`config.mk`:
```
export PLATFORM = sky130hd
export DESIGN_NAME = bus_arbiter
export DESIGN_NICKNAME = d
export VERILOG_FILES = /design/src/source/soc_bus_pkg.sv /design/src/source/clint.sv /design/src/source/bus_arbiter.sv
export VERILOG_INCLUDE_DIRS = /design/src
export SDC_FILE = /design/constraint.sdc
export NUM_CORES = 1
export LEC_CHECK = 0
export BUFFER_PORTS_ARGS = -buffer_cell sky130_fd_sc_hd__clkbuf_2
export CAP_MARGIN = 40
export CELL_PAD_IN_SITES_DETAIL_PLACEMENT = 1
export CELL_PAD_IN_SITES_GLOBAL_PLACEMENT = 1
export CORE_MARGIN = 4
export CORE_UTILIZATION = 29
export DETAILED_ROUTE_END_ITERATION = 6
export PLACE_DENSITY = 0.84
export REMOVE_ABC_BUFFERS = 1
export SYNTH_ARGS = -nofsm -noshare
export SYNTH_HDL_FRONTEND = slang
export SYNTH_HIERARCHICAL = 1
export SYNTH_SLANG_ARGS = --single-unit
```
`constraint.sdc`:
```
create_clock -name clock -period 2.85 [get_ports clock]
set_input_delay 0.285 -clock clock [delete_from_list [all_inputs] [get_ports clock]]
set_output_delay 0.285 -clock clock [all_outputs]
set_load 0.005 [all_outputs]
```
`src/soc_bus_consts.svh`:
```
`ifndef SOC_BUS_CONSTS_SVH
`define SOC_BUS_CONSTS_SVH

// memory window behind the external port.
`define SOC_MEM_BASE 32'h8000_0000
`define SOC_MEM_WORDS 1024

// mtime words of the clint, read only.
`define SOC_MTIME_LO 32'h0200_0048
`define SOC_MTIME_HI 32'h0200_004c

`endif

```
`src/source/soc_bus_pkg.sv`:
```
package soc_bus_pkg;

  // encodings follow the AXI response field.
  typedef enum logic [1:0] {
    RESP_OKAY   = 2'b00,
    RESP_SLVERR = 2'b10,
    RESP_DECERR = 2'b11
  } bus_resp_t;

  // current bus owner.
  typedef enum logic [1:0] {
    MASTER_NONE  = 2'd0,
    MASTER_FETCH = 2'd1,
    MASTER_LSU   = 2'd2
  } bus_master_t;

  // where the granted transfer is routed.
  typedef enum logic [1:0] {
    TARGET_NONE     = 2'd0,
    TARGET_CLINT    = 2'd1,
    TARGET_EXTERNAL = 2'd2
  } bus_target_t;

endpackage

```
`src/source/clint.sv`:
```
`timescale 1ns/10ps
`include "soc_bus_consts.svh"

module clint (
  input  logic                   clock,
  input  logic                   reset,
  input  logic [31:0]            araddr,
  input  logic                   arvalid,
  output logic                   arready,
  output logic [31:0]            rdata,
  output soc_bus_pkg::bus_resp_t rresp,
  output logic                   rvalid,
  input  logic                   rready
);

  logic [63:0] mtime;
  logic        ar_fire;

  assign arready = !rvalid; // one read in flight.
  assign ar_fire = arvalid & arready;

  // free running since reset.
  always_ff @(posedge clock) begin
    if (reset) begin
      mtime <= 64'h0;
    end else begin
      mtime <= mtime + 64'h1;
    end
  end

  always_ff @(posedge clock) begin
    if (reset) begin
      rvalid <= 1'b0;
    end else if (ar_fire) begin
      rvalid <= 1'b1;
    end else if (rvalid && rready) begin
      rvalid <= 1'b0;
    end
  end

  // half of mtime captured at address accept.
  always_ff @(posedge clock) begin
    if (ar_fire) begin
      if (araddr == `SOC_MTIME_LO) begin
        rdata <= mtime[31:0];
        rresp <= soc_bus_pkg::RESP_OKAY;
      end else if (araddr == `SOC_MTIME_HI) begin
        rdata <= mtime[63:32];
        rresp <= soc_bus_pkg::RESP_OKAY;
      end else begin
        rdata <= 32'h0;
        rresp <= soc_bus_pkg::RESP_SLVERR;
      end
    end
  end

endmodule

```
`src/source/bus_arbiter.sv`:
```
`timescale 1ns/10ps
`include "soc_bus_consts.svh"

module bus_arbiter (
  input  logic                   clock,
  input  logic                   reset,

  // fetch port, read only.
  input  logic [31:0]            araddr_0,
  input  logic                   arvalid_0,
  output logic                   arready_0,
  output logic [31:0]            rdata_0,
  output soc_bus_pkg::bus_resp_t rresp_0,
  output logic                   rvalid_0,
  input  logic                   rready_0,

  // load/store port.
  input  logic [31:0]            araddr_1,
  input  logic                   arvalid_1,
  output logic                   arready_1,
  output logic [31:0]            rdata_1,
  output soc_bus_pkg::bus_resp_t rresp_1,
  output logic                   rvalid_1,
  input  logic                   rready_1,
  input  logic [31:0]            awaddr_1,
  input  logic                   awvalid_1,
  output logic                   awready_1,
  input  logic [31:0]            wdata_1,
  input  logic [3:0]             wstrb_1,
  input  logic                   wvalid_1,
  output logic                   wready_1,
  output soc_bus_pkg::bus_resp_t bresp_1,
  output logic                   bvalid_1,
  input  logic                   bready_1,

  // external slave port.
  output logic [31:0]            io_master_araddr,
  output logic                   io_master_arvalid,
  input  logic                   io_master_arready,
  input  logic [31:0]            io_master_rdata,
  input  soc_bus_pkg::bus_resp_t io_master_rresp,
  input  logic                   io_master_rvalid,
  output logic                   io_master_rready,
  output logic [31:0]            io_master_awaddr,
  output logic                   io_master_awvalid,
  input  logic                   io_master_awready,
  output logic [31:0]            io_master_wdata,
  output logic [3:0]             io_master_wstrb,
  output logic                   io_master_wvalid,
  input  logic                   io_master_wready,
  input  soc_bus_pkg::bus_resp_t io_master_bresp,
  input  logic                   io_master_bvalid,
  output logic                   io_master_bready
);

  soc_bus_pkg::bus_master_t owner;
  soc_bus_pkg::bus_target_t target;
  logic                     grant_write; // lsu grant is a write.

  logic mtime_hit;
  logic fetch_rd;
  logic lsu_rd;
  logic lsu_wr;
  logic ext_rd;
  logic clint_rd;
  logic grant_done;

  logic [31:0]            clint_araddr;
  logic                   clint_arvalid;
  logic                   clint_arready;
  logic [31:0]            clint_rdata;
  soc_bus_pkg::bus_resp_t clint_rresp;
  logic                   clint_rvalid;
  logic                   clint_rready;

  // read channel of the granted master and of the routed slave.
  logic [31:0]            rd_araddr;
  logic                   rd_arvalid;
  logic                   rd_rready;
  logic                   rd_arready;
  logic [31:0]            rd_rdata;
  soc_bus_pkg::bus_resp_t rd_rresp;
  logic                   rd_rvalid;

  assign mtime_hit = (araddr_1 == `SOC_MTIME_LO) || (araddr_1 == `SOC_MTIME_HI);

  assign fetch_rd = (owner == soc_bus_pkg::MASTER_FETCH);
  assign lsu_rd   = (owner == soc_bus_pkg::MASTER_LSU) && !grant_write;
  assign lsu_wr   = (owner == soc_bus_pkg::MASTER_LSU) && grant_write &&
                    (target == soc_bus_pkg::TARGET_EXTERNAL);
  assign ext_rd   = (fetch_rd || lsu_rd) && (target == soc_bus_pkg::TARGET_EXTERNAL);
  assign clint_rd = lsu_rd && (target == soc_bus_pkg::TARGET_CLINT);

  // request side, master to slave.
  assign rd_araddr  = lsu_rd ? araddr_1 : araddr_0;
  assign rd_arvalid = (fetch_rd & arvalid_0) | (lsu_rd & arvalid_1);
  assign rd_rready  = (fetch_rd & rready_0) | (lsu_rd & rready_1);

  assign io_master_araddr  = ext_rd ? rd_araddr : 32'h0;
  assign io_master_arvalid = ext_rd & rd_arvalid;
  assign io_master_rready  = ext_rd & rd_rready;

  assign clint_araddr  = clint_rd ? araddr_1 : 32'h0;
  assign clint_arvalid = clint_rd & arvalid_1;
  assign clint_rready  = clint_rd & rready_1;

  // response side, slave to master.
  assign rd_arready = clint_rd ? clint_arready : (ext_rd & io_master_arready);
  assign rd_rvalid  = clint_rd ? clint_rvalid : (ext_rd & io_master_rvalid);
  assign rd_rdata   = clint_rd ? clint_rdata : (ext_rd ? io_master_rdata : 32'h0);
  assign rd_rresp   = clint_rd ? clint_rresp :
                      (ext_rd ? io_master_rresp : soc_bus_pkg::RESP_OKAY);

  assign arready_0 = fetch_rd & rd_arready;
  assign rvalid_0  = fetch_rd & rd_rvalid;
  assign rdata_0   = fetch_rd ? rd_rdata : 32'h0;
  assign rresp_0   = fetch_rd ? rd_rresp : soc_bus_pkg::RESP_OKAY;

  assign arready_1 = lsu_rd & rd_arready;
  assign rvalid_1  = lsu_rd & rd_rvalid;
  assign rdata_1   = lsu_rd ? rd_rdata : 32'h0;
  assign rresp_1   = lsu_rd ? rd_rresp : soc_bus_pkg::RESP_OKAY;

  // write path only ever goes external.
  assign io_master_awaddr  = lsu_wr ? awaddr_1 : 32'h0;
  assign io_master_awvalid = lsu_wr & awvalid_1;
  assign io_master_wdata   = lsu_wr ? wdata_1 : 32'h0;
  assign io_master_wstrb   = lsu_wr ? wstrb_1 : 4'h0;
  assign io_master_wvalid  = lsu_wr & wvalid_1;
  assign io_master_bready  = lsu_wr & bready_1;

  assign awready_1 = lsu_wr & io_master_awready;
  assign wready_1  = lsu_wr & io_master_wready;
  assign bvalid_1  = lsu_wr & io_master_bvalid;
  assign bresp_1   = lsu_wr ? io_master_bresp : soc_bus_pkg::RESP_OKAY;

  // grant ends on the response handshake, so a stalled master keeps it.
  assign grant_done = (rd_rvalid & rd_rready) | (io_master_bvalid & io_master_bready);

  always_ff @(posedge clock) begin
    if (reset) begin
      owner       <= soc_bus_pkg::MASTER_NONE;
      target      <= soc_bus_pkg::TARGET_NONE;
      grant_write <= 1'b0;
    end else if (owner == soc_bus_pkg::MASTER_NONE) begin
      if (arvalid_0) begin // fetch first.
        owner       <= soc_bus_pkg::MASTER_FETCH;
        target      <= soc_bus_pkg::TARGET_EXTERNAL;
        grant_write <= 1'b0;
      end else if (arvalid_1) begin
        owner       <= soc_bus_pkg::MASTER_LSU;
        target      <= mtime_hit ? soc_bus_pkg::TARGET_CLINT : soc_bus_pkg::TARGET_EXTERNAL;
        grant_write <= 1'b0;
      end else if (awvalid_1) begin
        owner       <= soc_bus_pkg::MASTER_LSU;
        target      <= soc_bus_pkg::TARGET_EXTERNAL;
        grant_write <= 1'b1;
      end
    end else if (grant_done) begin
      owner       <= soc_bus_pkg::MASTER_NONE;
      target      <= soc_bus_pkg::TARGET_NONE;
      grant_write <= 1'b0;
    end
  end

  clint clint_i (
    .clock   (clock),
    .reset   (reset),
    .araddr  (clint_araddr),
    .arvalid (clint_arvalid),
    .arready (clint_arready),
    .rdata   (clint_rdata),
    .rresp   (clint_rresp),
    .rvalid  (clint_rvalid),
    .rready  (clint_rready)
  );

endmodule

```
* Yosys cells after proc, flatten, opt, wreduce, memory -nomap -nowiden
Cells that the tools add are included.
Cells by class: bitwise gates (word level) 26, eq/ne operators 9, add/subtract/negate cells 1, reductions and logical operators 14, mux-type cells 36
Operators by type and width (number):
- 32-bit 2-to-1 mux | 11
- 32-bit by 26-bit equality test with 1-bit output, second input constant | 4
- 64-bit by 1-bit adder with 64-bit output, second input constant | 1
- 2-bit 2-to-1 mux | 15
- 1-bit AND | 23
- 1-bit 2-to-1 mux | 9
- 1-bit logical AND | 6
- 2-bit by 1-bit equality test with 1-bit output, second input constant | 2
- 2-bit equality test, second input constant | 2
- 4-bit 2-to-1 mux | 1
- 4-bit != test, second input constant | 1
- 2-bit nonzero test | 2
- 1-bit bitwise OR | 3
- 1-bit zero test | 2
- 2-bit zero test | 1
- 1-bit logical OR | 2
- 2-bit AND reduction | 1
Storage, ports and cells: bits of input ports 182, word-level logic and storage cells 93, flip-flop bits (word level) 104

* Depth between registers and ports, before layout
depth in word-level cells 10, depth in mapped cells 9

* Hierarchy
Netlist, hierarchy kept.
Modules (own cells, without submodules):
- clint | area each 4590.7 um2, cells each 475, instances 1
- bus_arbiter | area each 2571.2 um2, cells each 461, instances 1

* Worst setup path after synthesis
No wires, ideal clock.
path kind flip-flop to flip-flop, from reg target[0], to reg clint_i.rdata[0] (enable), setup slack -0.182 ns, path buffers 2, cell stages (with the launch flop) 6, library setup time 0.427 ns, data arrival time 2.605 ns, path through dfxtp_1 -> nor2b_1 -> clkbuf_1 -> clkbuf_1 -> and3_1 -> nor2b_1
On the way: word-level cells in the longest chain between the ends 4
Ends and longest elaborated chain:
- start, declared | RTL line bus_arbiter.sv:57 | soc_bus_pkg::bus_target_t target;
- start signal, assigned | RTL line bus_arbiter.sv:143 | target <= soc_bus_pkg::TARGET_NONE;
- start signal, assigned | RTL line bus_arbiter.sv:148 | target <= soc_bus_pkg::TARGET_EXTERNAL;
- start signal, assigned | RTL line bus_arbiter.sv:152 | target <= mtime_hit ? soc_bus_pkg::TARGET_CLINT : soc_bus_pkg::TARGET_EXTERNAL;
- 2-bit by 1-bit equality test with 1-bit output | RTL line bus_arbiter.sv:92 | assign clint_rd = lsu_rd && (target == soc_bus_pkg::TARGET_CLINT);
- 1-bit logical AND | RTL line bus_arbiter.sv:92
- 1-bit AND | RTL line bus_arbiter.sv:104 | assign clint_arvalid = clint_rd & arvalid_1;
- via clint_arvalid | RTL line bus_arbiter.sv:69 | logic clint_arvalid;
- 1-bit AND | RTL line clint.sv:20 | assign ar_fire = arvalid & arready;
- via clint_i.ar_fire | RTL line clint.sv:17 | logic ar_fire;
- end signal, assigned | RTL line clint.sv:45 | rdata <= mtime[31:0];
- end signal, assigned | RTL line clint.sv:48 | rdata <= mtime[63:32];
- end, declared | RTL line clint.sv:10 | output logic [31:0] rdata,
The timed path passes the listed nets, and every way through them passes these cells. A chain may end at the register's enable or synchronous reset.

* Final worst setup path
from reg target[0], to out rdata_0[31]
On the way: word-level cells in the longest chain between the ends 5, elaborated cells between the ends (all ways) 7, those cells by class eq/ne (2); mux (3); reduce/logical (2)
Ends and longest elaborated chain:
- 2-bit equality test | RTL line bus_arbiter.sv:91 | assign ext_rd = (fetch_rd || lsu_rd) && (target == soc_bus_pkg::TARGET_EXTERNAL);
- 1-bit logical AND | RTL line bus_arbiter.sv:91
- 32-bit 2-to-1 mux | RTL line bus_arbiter.sv:110 | assign rd_rdata = clint_rd ? clint_rdata : (ext_rd ? io_master_rdata : 32'h0);
- 32-bit 2-to-1 mux (*) | RTL line bus_arbiter.sv:110
- 32-bit 2-to-1 mux (*) | RTL line bus_arbiter.sv:116 | assign rdata_0 = fetch_rd ? rd_rdata : 32'h0;
- end, declared | RTL line bus_arbiter.sv:12 | output logic [31:0] rdata_0,
Mark *: on every way between the ends. The rest lies on a longest branch, timed or not.

==> flow_summary.yaml <==
sta:
  min_period_over_period_pct: 90.5
  fin_skew_ns: 0.00536
  worst_slew_pin_slew_ns: 0.744
  setup_violations: 0
  finalHoldViolCount: 0
  drv_slew: 0
  fin_crit_ns: 2.58
  rsz0062_at_grt: "false"
  timing.hold.ws_ns: 0.277
  relSlewSlack_pct: 50.4
  fmax_ghz: 0.388
detailed_routing:
  drtIter0Drc: 597
  wl_per_cell_um: 21.4
  drc: 0
  wirelength_um: 34100
  route.vias.total: 8541
  drtAntennaViolNets: 0
  dr.pass1.iters: 5
  vias_per_cell: 5.38
yosys:
  ys_warn_count: 6
  netlist_instances: 936
  synth.area.top_cells: "dfxtp_1 (20%), edfxtp_1 (14%), and3_1 (10%)"
  yosysTopAreaCell: "dfxtp_1"
  syn_area_sq_um: 7160
  synth.avg_cell_area_sq_um: 7.65
  ys_ff_latch: 103
  async_flop_share_pct: 0
  ys_types: 57
  ys.flop_type: "dfxtp_1"
  synth-edff-count: 33
  yosysSeqAreaShare_pct: 33.4
  yosys.area.top_type_share_pct: 19.6
worst_setup_path:
  reg2reg_depth: 8
  path_depth: 7
  cp-end-kind: "primary output"
  path_delay_family: "buffers and inverters"
  cp.arrival_ns: 2.29
  path_class: "flip-flop to primary output"
  critPathMaxFanout: 30
  worst_ep_required_time_ns: 2.57
  critPathBufInv: 3
  start_kind: "flip-flop"
  cp_slowest_stage_delay_ns: 0.41
  path_cells: "nor2b_4 -> buf_4 -> and2_1 -> buf_4 -> a22oi_1 -> nor2_1 -> clkbuf_2"
  slowest_stage: "dfxtp_1"
  crit_top_cell: "buf_4"
pwr:
  peakVddDrop_mv: 0.256
  p_leak_nw: 4.22
  power_w: 0.00339
  powerDensity_nw_per_um2: 351
finish:
  final_layout_size_suffix_gt1_share_pct: 34.4
  seqCellArea_sq_um: 2390
  multiInputGateArea_sq_um: 4410
  num-fill-cells: 3088
  fin_cells: 1589
  final_nets: 1440
  area_delta_synth_final_pct: 34.6
floorplanning:
  pin_count: 364
  die_h_um: 165
  start_util_pct: 29.4
  die_w_um: 165
  die-area_sq_um: 27300
  rows: 57
  core_area_sq_um: 24300
grt:
  grt_max_degree: 69
  overflow: 0
  grt_pass1_vias: 8406
  grt_pass1_wl_um: 49500
  grt_use_total_pct: 23.5
  antenna_found_initial: 5
clock_tree:
  cts_root_buf: "clkbuf_16"
  cts_resized: 0
  clkSlewWorstSetupHoldPaths_ns: 0.07
  cts_buffer_depth: 2
  htreeDepth: 3
  holdBufCountCts: 0
  post-cts-setup-buffers: 0
  clkLatencyLatePin_ns: 0.35
  numCtsBuffers: 9
  cts_tree: "done"
  cts_sinks: 103
min_path:
  holdCritPathClass: "input pin to flip-flop"
  whs_path_depth: 3
job:
  maxCapViolCount: 0
status:
  status: "finished clean"
placement:
  dp_cells: 1570
  portBuffers: 363
  finalWeightedCongestion: 0.963
  dp.final_hpwl_um: 27200
[cell usage after synthesis, drive strengths merged, types with 2 or more instances]
master  number
and3       115
xor2        24
nor3         9
xnor2       10
nand2b       3
or4b         2
dfxtp       70
nand4       32
or3         13
nor4        14
a211oi       2
o21ai       17
nor2       157
clkbuf      57
inv         11
o31ai       11
edfxtp      33
nor4b        6
buf         25
nand3       25
a22oi       72
a21oi       65
a31o         3
mux2i       32
nand2       89
and2         5
nor2b        5
and4         4
or4         11
[report_power, final]
| part | internal (W) | leakage [nW] | switching (W) |
|---|---|---|---|
| registers | 0.00151 | 0.797 | 0.0000135 |
| logic | 0.000225 | 3.27 | 0.000345 |
| clock network | 0.000751 | 0.156 | 0.000541 |
[stage by stage]
stage                     util [%]  worst slack (ns)  area [sq um]  TNS, ns
final                         39.6             0.271          9640        0
after global routing          39.6             0.111          9640        0
after CTS                     39.6             0.269          9630        0
after detailed placement      38.3             0.366          9320        0
after global placement        38.3             0.412          9320        0
after floorplan                  -             -2.76          6820  -373.11
[final cells by class]
cell class	count	share of cell area, %
Multi-Input combinational cell	740	45.8
Sequential cell	103	24.8
Antenna cell	3	0.0779
Clock buffer	13	2.80
Timing Repair Buffer	392	21.5
Inverter	11	0.428
Clock inverter	3	0.415
Tap cell	324	4.21
[worst paths after layout]
path | start | endpoint | slack, ns
hold reg to reg | clint_i/mtime[58] | clint_i/mtime[58] | 0.51
setup / recovery | target[0] | rdata_0[31] | 0.27
hold / removal | rready_1 | clint_i/rvalid | 0.28
setup reg to reg | owner[0] | clint_i/rdata[14] | 0.35
[worst reg2reg max path, delay by kind of cell (launching register included)]
kind / cells / cell delay (ns)
buffers and inverters: 2 / 0.45
flip-flops: 1 / 0.50
AND/OR/NAND/NOR: 6 / 1.41
[layout by cell type (no fill, tap or decap), types with 3 or more instances in the layout]
cell type | synthesis | routed
clkbuf_2 | 1 | 363
nor2_1 | 155 | 155
and3_1 | 115 | 114
nand2_1 | 89 | 89
a22oi_1 | 72 | 72
dfxtp_1 | 70 | 70
a21oi_1 | 64 | 64
edfxtp_1 | 33 | 33
mux2i_1 | 32 | 32
nand4_1 | 27 | 27
buf_4 | 2 | 26
xor2_1 | 24 | 24
nand3_1 | 23 | 23
o21ai_0 | 15 | 15
or3_1 | 13 | 13
nor4_1 | 12 | 12
inv_1 | 11 | 11
o31ai_1 | 11 | 11
or4_1 | 11 | 11
xnor2_1 | 10 | 10
clkbuf_16 | 0 | 9
nor3_1 | 8 | 8
nor4b_1 | 6 | 6
and2_1 | 5 | 5
and4_1 | 4 | 4
nand4_2 | 4 | 4
diode_2 | 0 | 3
nand2b_1 | 3 | 3
a31o_2 | 3 | 3
buf_12 | 0 | 3
clkbuf_8 | 0 | 3
[metal layers]
metal | up-vias | part of all wire [%] | global-route usage [%] | wire length (um)
met5 | - | 0 | 0 | 0
met4 | 0 | 2.1 | 6.69 | 714
met3 | 39 | 6.9 | 5.46 | 2370
met2 | 256 | 49 | 40.8 | 16800
met1 | 4204 | 42 | 29.2 | 14200
li1 | 4042 | - | - | -
[state kept, by name, indices dropped and copies added (netlist names)]
name and flops:
clint_i/rvalid 1, clint_i/rdata 32, grant_write 1, owner 2
clint_i/mtime 64, target 2, clint_i/rresp 1
[logic make-up (layout without fill, tap and decap cells)]
group           count (synthesis)  count (layout)  synth area share [%]
xor+xnor                       34              34                  4.16
flops                         103             103                  33.4
compound gates                177             177                  16.1
simple gates                  495             495                  36.3
other cells                     1               4                0.0524
fa+ha+maj                       1               1                 0.175
buf+inv                        93             419                  5.35
mux                            32              32                  4.47
Note: power is estimated with default switching activity, not from simulation.
